$ cat src/verilog/dma_pkg.sv
package dma_pkg;

    // Bus and stream sizing
    localparam int data_width = 32;
    localparam int addr_width = 32;
    localparam int strobe_width = data_width / 8;

    // Sizing of the transfer progress counter
    localparam int max_transfer_size = 65536;
    localparam int progress_width = $clog2(max_transfer_size);

    // Kept small so that a stalled memory can fill the buffer
    localparam int fifo_depth = 64;
    localparam int fifo_pointer_width = $clog2(fifo_depth);
    localparam int fifo_count_width = $clog2(fifo_depth + 1);

    // Byte offsets of the control registers
    localparam logic [7:0] reg_target_base = 8'h00;
    localparam logic [7:0] reg_transfer_size = 8'h04;
    localparam logic [7:0] reg_status = 8'h08;

    typedef struct packed {
        logic [data_width-1:0] data;
        logic last;
    } stream_beat_t;

    typedef struct packed {
        logic awvalid;
        logic [addr_width-1:0] awaddr;
        logic [2:0] awprot;
        logic wvalid;
        logic [data_width-1:0] wdata;
        logic [strobe_width-1:0] wstrb;
        logic bready;
    } axil_write_req_t;

    typedef struct packed {
        logic awready;
        logic wready;
        logic bvalid;
        logic [1:0] bresp;
    } axil_write_rsp_t;

    typedef struct packed {
        logic arvalid;
        logic [addr_width-1:0] araddr;
        logic [2:0] arprot;
        logic rready;
    } axil_read_req_t;

    typedef struct packed {
        logic arready;
        logic rvalid;
        logic [data_width-1:0] rdata;
        logic [1:0] rresp;
    } axil_read_rsp_t;

    // Settings handed from the register bank to the write engine
    typedef struct packed {
        logic [addr_width-1:0] target_base;
        logic [data_width-1:0] transfer_size;
    } dma_config_t;

endpackage

$ cat src/verilog/axil_register_bank.sv
`timescale 1ns/10ps

module axil_register_bank import dma_pkg::*; (
    input logic clock,
    input logic reset,
    input axil_write_req_t write_req,
    output axil_write_rsp_t write_rsp,
    input axil_read_req_t read_req,
    output axil_read_rsp_t read_rsp,
    input logic busy,
    output dma_config_t config_out
);

    dma_config_t config_q;
    logic bvalid;
    logic rvalid;
    logic [data_width-1:0] rdata;
    logic write_accept;
    logic read_accept;

    // Merges the bytes selected by the strobe into the old register value
    function automatic logic [data_width-1:0] apply_strobe(
        input logic [data_width-1:0] old_value,
        input logic [data_width-1:0] new_value,
        input logic [strobe_width-1:0] strobe
    );
        logic [data_width-1:0] result;
        result = old_value;
        for (int i = 0; i < strobe_width; i++) begin
            if (strobe[i]) begin
                result[8*i +: 8] = new_value[8*i +: 8];
            end
        end
        return result;
    endfunction

    // Address and data are taken together, and only while no response waits
    assign write_accept = write_req.awvalid && write_req.wvalid && !bvalid;
    assign read_accept = read_req.arvalid && !rvalid;

    always_comb begin
        write_rsp.awready = write_accept;
        write_rsp.wready = write_accept;
        write_rsp.bvalid = bvalid;
        write_rsp.bresp = 2'b00;
        read_rsp.arready = !rvalid;
        read_rsp.rvalid = rvalid;
        read_rsp.rdata = rdata;
        read_rsp.rresp = 2'b00;
    end

    assign config_out = config_q;

    always_ff @(posedge clock) begin
        if (!reset) begin
            config_q <= '0;
            bvalid <= 1'b0;
        end else begin
            if (write_accept) begin
                bvalid <= 1'b1;
                // The status offset is read only, so a write there only gets a response
                case (write_req.awaddr[7:0])
                    reg_target_base: config_q.target_base <= apply_strobe(
                        config_q.target_base, write_req.wdata, write_req.wstrb);
                    reg_transfer_size: config_q.transfer_size <= apply_strobe(
                        config_q.transfer_size, write_req.wdata, write_req.wstrb);
                    default: ;
                endcase
            end else if (bvalid && write_req.bready) begin
                bvalid <= 1'b0;
            end
        end
    end

    always_ff @(posedge clock) begin
        if (!reset) begin
            rvalid <= 1'b0;
        end else if (read_accept) begin
            rvalid <= 1'b1;
        end else if (rvalid && read_req.rready) begin
            rvalid <= 1'b0;
        end
    end

    always_ff @(posedge clock) begin
        if (read_accept) begin
            case (read_req.araddr[7:0])
                reg_target_base: rdata <= config_q.target_base;
                reg_transfer_size: rdata <= config_q.transfer_size;
                reg_status: rdata <= {{(data_width-1){1'b0}}, busy};
                default: rdata <= '0;
            endcase
        end
    end

    bvalid_held: assert property (@(posedge clock) disable iff (!reset)
        bvalid && !write_req.bready |=> bvalid);

    rvalid_held: assert property (@(posedge clock) disable iff (!reset)
        rvalid && !read_req.rready |=> rvalid && $stable(rdata));

endmodule

$ cat src/verilog/stream_fifo.sv
`timescale 1ns/10ps

module stream_fifo import dma_pkg::*; #(
    parameter type payload_t = stream_beat_t
)(
    input logic clock,
    input logic reset,
    input payload_t in_beat,
    input logic in_valid,
    output logic in_ready,
    output payload_t out_beat,
    output logic out_valid,
    input logic out_ready
);

    payload_t storage [fifo_depth];
    logic [fifo_pointer_width-1:0] write_pointer;
    logic [fifo_pointer_width-1:0] read_pointer;
    logic [fifo_count_width-1:0] count;
    logic push;
    logic pop;

    assign in_ready = count != fifo_depth[fifo_count_width-1:0];
    assign out_valid = count != '0;
    // Show-ahead output, the head entry is always visible
    assign out_beat = storage[read_pointer];

    assign push = in_valid && in_ready;
    assign pop = out_valid && out_ready;

    always_ff @(posedge clock) begin
        if (push) begin
            storage[write_pointer] <= in_beat;
        end
    end

    // The depth is a power of two, so the pointers wrap on their own
    always_ff @(posedge clock) begin
        if (!reset) begin
            write_pointer <= '0;
            read_pointer <= '0;
            count <= '0;
        end else begin
            if (push) begin
                write_pointer <= write_pointer + 1'b1;
            end
            if (pop) begin
                read_pointer <= read_pointer + 1'b1;
            end
            if (push && !pop) begin
                count <= count + 1'b1;
            end else if (pop && !push) begin
                count <= count - 1'b1;
            end
        end
    end

    // A beat refused while full has to stay on offer, or it would be lost
    refused_beat_held: assert property (@(posedge clock) disable iff (!reset)
        in_valid && !in_ready |=> in_valid && $stable(in_beat));

    // The consumer only asks for a word while one sits at the head
    no_pop_when_empty: assert property (@(posedge clock) disable iff (!reset)
        out_ready |-> out_valid);

endmodule

$ cat src/verilog/axil_stream_writer.sv
`timescale 1ns/10ps

module axil_stream_writer import dma_pkg::*; (
    input logic clock,
    input logic reset,
    input logic start,
    input dma_config_t config_in,
    input stream_beat_t word_beat,
    input logic word_valid,
    output logic word_ready,
    output axil_write_req_t write_req,
    input axil_write_rsp_t write_rsp,
    output axil_read_req_t read_req,
    output logic busy
);

    typedef enum logic [1:0] {
        state_idle,
        state_issue,
        state_wait_response
    } writer_state_t;

    writer_state_t state;
    dma_config_t active_config;
    logic [progress_width-1:0] progress;
    logic [progress_width-1:0] last_index;
    logic [fifo_count_width-1:0] pending;
    logic [addr_width-1:0] awaddr;
    logic awvalid;
    logic wvalid;
    logic aw_done;
    logic w_done;
    logic take;
    logic launch;
    logic aw_handshake;
    logic w_handshake;

    // A queued transfer is picked up as soon as the engine is idle
    assign take = state == state_idle && pending != '0;
    // Both channels are raised together once a word sits at the FIFO head
    assign launch = state == state_issue && word_valid && !awvalid && !wvalid
        && !aw_done && !w_done;
    assign aw_handshake = awvalid && write_rsp.awready;
    assign w_handshake = wvalid && write_rsp.wready;
    assign last_index = active_config.transfer_size[progress_width-1:0] - 1'b1;

    // The head word is the write data, so it leaves the FIFO when the data is accepted
    assign word_ready = w_handshake;
    assign busy = start || pending != '0 || state != state_idle;

    always_comb begin
        write_req.awvalid = awvalid;
        write_req.awaddr = awaddr;
        write_req.awprot = 3'b000;
        write_req.wvalid = wvalid;
        write_req.wdata = word_beat.data;
        write_req.wstrb = '1;
        write_req.bready = 1'b1;
    end

    // Read side of the memory port is not used
    always_comb begin
        read_req.arvalid = 1'b0;
        read_req.araddr = '0;
        read_req.arprot = 3'b000;
        read_req.rready = 1'b1;
    end

    always_ff @(posedge clock) begin
        if (!reset) begin
            pending <= '0;
        end else if (start && !take) begin
            pending <= pending + 1'b1;
        end else if (take && !start) begin
            pending <= pending - 1'b1;
        end
    end

    always_ff @(posedge clock) begin
        if (take) begin
            active_config <= config_in;
        end
        if (launch) begin
            awaddr <= active_config.target_base + {progress, 2'b00};
        end
    end

    always_ff @(posedge clock) begin
        if (!reset) begin
            state <= state_idle;
            progress <= '0;
            awvalid <= 1'b0;
            wvalid <= 1'b0;
            aw_done <= 1'b0;
            w_done <= 1'b0;
        end else begin
            case (state)
                state_idle: begin
                    if (take) begin
                        progress <= '0;
                        state <= state_issue;
                    end
                end
                state_issue: begin
                    if (launch) begin
                        awvalid <= 1'b1;
                        wvalid <= 1'b1;
                    end
                    if (aw_handshake) begin
                        awvalid <= 1'b0;
                        aw_done <= 1'b1;
                    end
                    if (w_handshake) begin
                        wvalid <= 1'b0;
                        w_done <= 1'b1;
                    end
                    // Leave once both channels have been accepted, in either order
                    if ((aw_done || aw_handshake) && (w_done || w_handshake)) begin
                        aw_done <= 1'b0;
                        w_done <= 1'b0;
                        state <= state_wait_response;
                    end
                end
                state_wait_response: begin
                    if (write_rsp.bvalid) begin
                        if (progress == last_index) begin
                            state <= state_idle;
                        end else begin
                            progress <= progress + 1'b1;
                            state <= state_issue;
                        end
                    end
                end
                default: state <= state_idle;
            endcase
        end
    end

    awaddr_stable: assert property (@(posedge clock) disable iff (!reset)
        write_req.awvalid && !write_rsp.awready |=> write_req.awvalid
        && $stable(write_req.awaddr));

    pop_needs_data: assert property (@(posedge clock) disable iff (!reset)
        word_ready |-> word_valid);

endmodule

$ cat src/verilog/axil_dma.sv
`timescale 1ns/10ps

module axil_dma import dma_pkg::*; (
    input logic clock,
    input logic reset,
    input axil_write_req_t ctrl_write_req,
    output axil_write_rsp_t ctrl_write_rsp,
    input axil_read_req_t ctrl_read_req,
    output axil_read_rsp_t ctrl_read_rsp,
    input stream_beat_t in_beat,
    input logic in_valid,
    output logic in_ready,
    output axil_write_req_t mem_write_req,
    input axil_write_rsp_t mem_write_rsp,
    output axil_read_req_t mem_read_req,
    input axil_read_rsp_t mem_read_rsp
);

    dma_config_t dma_config;
    stream_beat_t buffered_beat;
    logic buffered_valid;
    logic buffered_ready;
    logic busy;
    logic start;

    // A transfer is queued each time a packet end enters the buffer
    assign start = in_valid && in_ready && in_beat.last;

    axil_register_bank i_register_bank (
        .clock(clock),
        .reset(reset),
        .write_req(ctrl_write_req),
        .write_rsp(ctrl_write_rsp),
        .read_req(ctrl_read_req),
        .read_rsp(ctrl_read_rsp),
        .busy(busy),
        .config_out(dma_config)
    );

    stream_fifo #(
        .payload_t(stream_beat_t)
    ) i_stream_fifo (
        .clock(clock),
        .reset(reset),
        .in_beat(in_beat),
        .in_valid(in_valid),
        .in_ready(in_ready),
        .out_beat(buffered_beat),
        .out_valid(buffered_valid),
        .out_ready(buffered_ready)
    );

    axil_stream_writer i_stream_writer (
        .clock(clock),
        .reset(reset),
        .start(start),
        .config_in(dma_config),
        .word_beat(buffered_beat),
        .word_valid(buffered_valid),
        .word_ready(buffered_ready),
        .write_req(mem_write_req),
        .write_rsp(mem_write_rsp),
        .read_req(mem_read_req),
        .busy(busy)
    );

endmodule

$ cat config.mk
export PLATFORM = sky130hd
export DESIGN_NAME = axil_dma
export DESIGN_NICKNAME = d
export VERILOG_FILES = /design/src/verilog/dma_pkg.sv /design/src/verilog/axil_register_bank.sv /design/src/verilog/stream_fifo.sv /design/src/verilog/axil_stream_writer.sv /design/src/verilog/axil_dma.sv
export SDC_FILE = /design/constraint.sdc
export NUM_CORES = 2
export LEC_CHECK = 0
export BUFFER_PORTS_ARGS = -buffer_cell sky130_fd_sc_hd__buf_4
export CORE_MARGIN = 2
export CORE_UTILIZATION = 50
export DETAILED_ROUTE_END_ITERATION = 8
export HOLD_SLACK_MARGIN = 0.06
export PLACE_DENSITY = 0.69
export SLEW_MARGIN = 20
export SYNTH_ARGS = -nofsm -noshare
export SYNTH_HDL_FRONTEND = slang
export SYNTH_SLANG_ARGS = --single-unit
$ cat constraint.sdc
create_clock -name clock -period 9.5 [get_ports clock]
set_input_delay 0.475 -clock clock [delete_from_list [all_inputs] [get_ports clock]]
set_output_delay 0.475 -clock clock [all_outputs]
set_load 0.005 [all_outputs]
# Word-level counts from Yosys, hierarchy flattened

Memories as Yosys holds them, arrays and structs flattened. A register that Yosys moved wholly into a read port is not among the register bits.
Index checks and enable logic that the tools add are counted.

Add/sub/neg operators: 9
Equal/unequal tests: 11
Mux-type cells: 29
Reductions and logical operators: 64

Operators by type and width:

| cell                  | count |
|---|---|
| $pmux 32 s3           | 1 |
| $mux 16               | 3 |
| $add 32x18->32        | 1 |
| $pmux 16 s2           | 1 |
| $mux 7                | 4 |
| $reduce_and 3->1      | 9 |
| $logic_and 1x1->1     | 21 |
| $reduce_bool 2->1     | 10 |
| $add 16x1->16 const B | 1 |
| $eq 16x16->1          | 1 |
| $eq 8x3->1 const B    | 2 |
| $logic_not 8->1       | 2 |
| $sub 16x1->16 const B | 1 |
| $add 7x1->7 const B   | 2 |
| $mux 1                | 14 |
| $reduce_bool 7->1     | 2 |
| $sub 7x1->7 const B   | 2 |
| $add 6x1->6 const B   | 2 |
| $mux 6                | 2 |
| $logic_not 1->1       | 10 |
| $eq 8x4->1 const B    | 1 |
| $reduce_and 2->1      | 4 |
| $ne 7x7->1 const B    | 1 |
| $mux 2                | 3 |
| other kinds (8)       | 13 |

Flip-flop bits (word level): 226
Memory bits (writable): 2112
Bits of input ports: 188
Logic and storage cells: 138
Memories kept: 1

Memory list:

| memory                | depth | width | rd ports | clocked after memory_dff | wr ports | RTL line          | text |
|---|---|---|---|---|---|---|---|
| i_stream_fifo.storage | 64    | 33    | 1        | 1                        | 1        | stream_fifo.sv:16 | `payload_t storage [fifo_depth];` |

# Logic depth before layout (Yosys ltp)

Depth in word-level cells: 8
Mapped depth: 17

# Cells and area by module

From an unflattened synthesis, not the netlist that was laid out.

Cells, all modules: 4458
Area, all modules: 91614.1 um2

By module, submodules not included:

| module             | instances | cells an instance | area an instance (um2) | seq. area each (um2) |
|---|---|---|---|---|
| stream_fifo        | 1         | 3551              | 81498.2                | 63921.3 |
| axil_stream_writer | 1         | 552               | 6109.6                 | 2982.9 |
| axil_register_bank | 1         | 354               | 4000.1                 | 2282.2 |
| axil_dma           | 1         | 1                 | 6.3                    | 0.0 |

# Least setup slack after synthesis

OpenSTA, ideal clock, no wires.

Path kind: register -> register
Start point: register i_stream_fifo.count[0]
End point: memory i_stream_fifo.storage[43][10] (netlist bit) (enable)
Setup time: 421 ps
Data arrival time: 2917 ps
Data required time: 9079 ps
Slack: 6161 ps
Stages on the path, launching flop included: 8
Clock period less this slack: 3339 ps
Cell sequence: dfxtp_1 -> nor2_1 -> nand4_1 -> and2_1 -> clkbuf_1 -> nor2b_1 -> nand3_1 -> nor2_1

Word-level cells in the longest chain between the ends: 4

RTL lines:

| element                      | RTL line          | text |
|---|---|---|
| from (decl)                  | stream_fifo.sv:19 | `logic [fifo_count_width-1:0] count;` |
| from (signal assigned)       | stream_fifo.sv:51 | `count <= count + 1'b1;` |
| from (signal assigned)       | stream_fifo.sv:53 | `count <= count - 1'b1;` |
| $ne 7x7->1                   | stream_fifo.sv:23 | `assign in_ready = count != fifo_depth[fifo_count_width-1:0];` |
| net in_ready                 | axil_dma.sv:12    | `output logic in_ready,` |
| $logic_and 1x1->1            | stream_fifo.sv:28 | `assign push = in_valid && in_ready;` |
| net i_stream_fifo.push       | stream_fifo.sv:20 | `logic push;` |
| $mux 1                       | stream_fifo.sv:32 | `if (push) begin` |
| $mux 1 (implied by the code) | stream_fifo.sv:33 | `storage[write_pointer] <= in_beat;` |
| to (decl)                    | stream_fifo.sv:16 |  |

The timed path passes the listed nets, and every way through them passes these cells.

==> flow_summary.ini <==
[outcome]
outcome = finished, final reports clean

[grt]
grt_pass1_vias = 42100
grt-ovfl-total = 0
grt_max_degree = 156
grt_pass1_wl_mm = 290
grt_use_total_pct = 22.2
antenna_found_initial = 13

[detailed_routing]
finalWirelength_mm = 199
drtIter0Drc = 5059
drc = 0
antenna_left = 0
firstDrtPassIters = 5
detail_route.wl_per_cell_um = 29.0
routed_via_density = 6.10
via_count = 41800

[placement]
gp_congestion = 0.798
portBuffers = 199
hpwl_mm = 107
dp.cells = 6397

[floorplan]
core_mm2 = 0.176
chipWidth_um = 425
rows = 154
die-area_mm2 = 0.181
start_util_pct = 50.3
dieHeight_um = 425
io_pins = 341

[timing]
period_share_pct = 57.9
min_period_ps = 5500
maxSlewViolCount = 0
hold_viol_final = 0
rsz0062_at_grt = false
setup_viol_count_final = 0
fmax_mhz = 182
clock_skew_ps = 43.7
tightest_slew_ps = 1200
setup_tns_ps = 0
slew_headroom_pct = 19.8
whs_ps = 129

[setup_path]
cp_num_buf_inv = 3
cpMaxStageDelayCell = dfxtp_4
path_cells = buf_12, buf_12, mux4_2, mux4_2, mux2_2, nand2_1, o21ai_0, buf_4
cp_max_fo = 73
cp_top_family = multiplexers
crit_required_ps = 9030
endpoint_kind = output pin
crit_type = register to output pin
start_kind = register
critical_path_arrival_ps = 5020
slowest_delay_ps = 860
r2r-start = i_stream_fifo.count[0]
ff2ff_setup_slack_ps = 5660

[cts]
clk-insertion-delay-late_ps = 890
clock_path_buffers = 3
htreeDepth = 4
cts_root_buf = clkbuf_16
cts_tree = built
ctsResizeCount = 0
clkTransAtPathRegs_ps = 60
cts_sinks = 2280
cts_buffers = 217

[layout]
layout_commonest_cell = edfxtp_1
layout-drive-gt1-share_pct = 30.3
synthToLayoutAreaGrowth_pct = 13.8
post-route-util_pct = 57.3
instances_no_fill = 6843
nets = 4542
mostFrequentLayoutCells = edfxtp_1 (2,160), mux4_2 (666), buf_4 (277)

[yosys]
synthesis.area_mm2 = 0.0887
synth_edf_count = 2160
ys_ff_latch = 2280
yosys_warnings = 0
ys.flop_type = edfxtp_1
syn_area_per_cell_um2 = 22.4
synth_cell_type_count = 68
synth_seq_area_share_pct = 75.8
synthCells = 3970
ys_async_sr_fraction_pct = 0

[flow_run]
maxCapViolCount = 0

[worst_hold_path]
min_from = in_beat[5]
worstHoldPathType = primary input to register

[power_and_ir_drop]
vdd_drop_max_mv = 0.194
power.leakage_nw = 31.2
p_per_area_mw_per_mm2 = 225
[report_power, final]
group	switching, mW	internal [mW]
clock network	3.71	4.77
logic	1.41	1.31
registers	0.175	11.3
[cell usage after synthesis, types with 7 or more instances]
| library cell | count | area, µm² |
|---|---|---|
| buf_1 | 58 | 218 |
| and3_1 | 13 | 81.3 |
| a21o_1 | 12 | 90.1 |
| and2_1 | 26 | 163 |
| or4_1 | 7 | 52.6 |
| o21a_1 | 9 | 67.6 |
| ha_1 | 32 | 400 |
| o21ai_0 | 34 | 170 |
| nor3_1 | 7 | 35.0 |
| edfxtp_1 | 2160 | 64900 |
| nand2b_1 | 10 | 62.6 |
| buf_2 | 11 | 55.1 |
| or3_1 | 9 | 56.3 |
| nand3_1 | 27 | 135 |
| nor2b_1 | 77 | 482 |
| nor2_1 | 137 | 514 |
| xor2_1 | 18 | 158 |
| clkbuf_1 | 120 | 450 |
| nand4_1 | 7 | 43.8 |
| o211ai_1 | 7 | 52.6 |
| mux4_2 | 666 | 15000 |
| buf_4 | 56 | 420 |
| mux2i_1 | 109 | 1090 |
| a21oi_1 | 31 | 155 |
| dfxtp_1 | 120 | 2400 |
| nand2_1 | 50 | 188 |
| nor4_1 | 8 | 50.1 |
| xnor2_1 | 52 | 455 |
| inv_1 | 23 | 86.3 |
[sequential cells by signal, summed over array words and instances, names as in the netlist, 2 cells and up, named ones only]
signal and count:
i_stream_fifo.read_pointer 6, i_stream_fifo.storage 2048, i_stream_writer.awaddr 32, i_stream_writer.state 2, i_stream_writer.pending 7, i_stream_writer.active_config 48
i_stream_writer.progress 16, i_register_bank.config_out 64, i_stream_fifo.count 7, i_stream_fifo.write_pointer 6, i_register_bank.rdata 32
[cell families (layout without fill, tap and decap cells)]
logic type | after synthesis | count (layout) | synth area share (%)
muxes | 781 | 781 | 18.2
buffers and inverters | 269 | 747 | 1.40
and+or+nand+nor | 405 | 405 | 2.41
xor gates and xnor gates | 70 | 70 | 0.691
AOI/OAI and AO/OA | 128 | 128 | 0.955
DFF | 2280 | 2280 | 75.8
other | 2 | 57 | 0.00846
adders and majority gates | 35 | 35 | 0.519
[per-stage QoR]
step,setup slack [ps],total power [mW],cell area (µm²)
floorplan,6160,13.5,88900
global placement,4790,14.4,93500
detailed placement,4770,14.4,93500
CTS,3810,22.9,101000
global route,3670,23.5,101000
finish,4000,22.7,101000
[cell type report]
cell class              count  area [µm²]
inverters                  23        87.6
diodes                      8        20.0
well taps                2340        2930
clock inverters           135        1400
clock buffers             260        5640
fillers                 12600       75400
multi-input cells        1468       20900
repair buffers            329        2690
flip-flops and latches   2280       67300
[final timing paths]
check | end | cells after the start
setup / recovery | mem_write_req[14] | 8
hold / removal | i_stream_fifo.storage[55][5] | 1
setup reg to reg | i_stream_fifo.storage[27][9] | 8
hold reg to reg | i_stream_writer.awaddr[0] | 0
[metal layers]
metal / part of all wire [%] / global-route usage [%] / vias to the layer above
li1: - / - / 17200
met1: 40 / 31.2 / 22400
met2: 50 / 36.1 / 1800
met3: 7.6 / 3.77 / 286
met4: 2.6 / 6.51 / 0
met5: 0 / 0 / -
[repair_timing]
item / in CTS / in global routing
setup buffers: 0 / 0
hold buffers: 43 / 0
endpoints found under the hold margin: 73 / 0
Power figures use the tool's default switching activity.
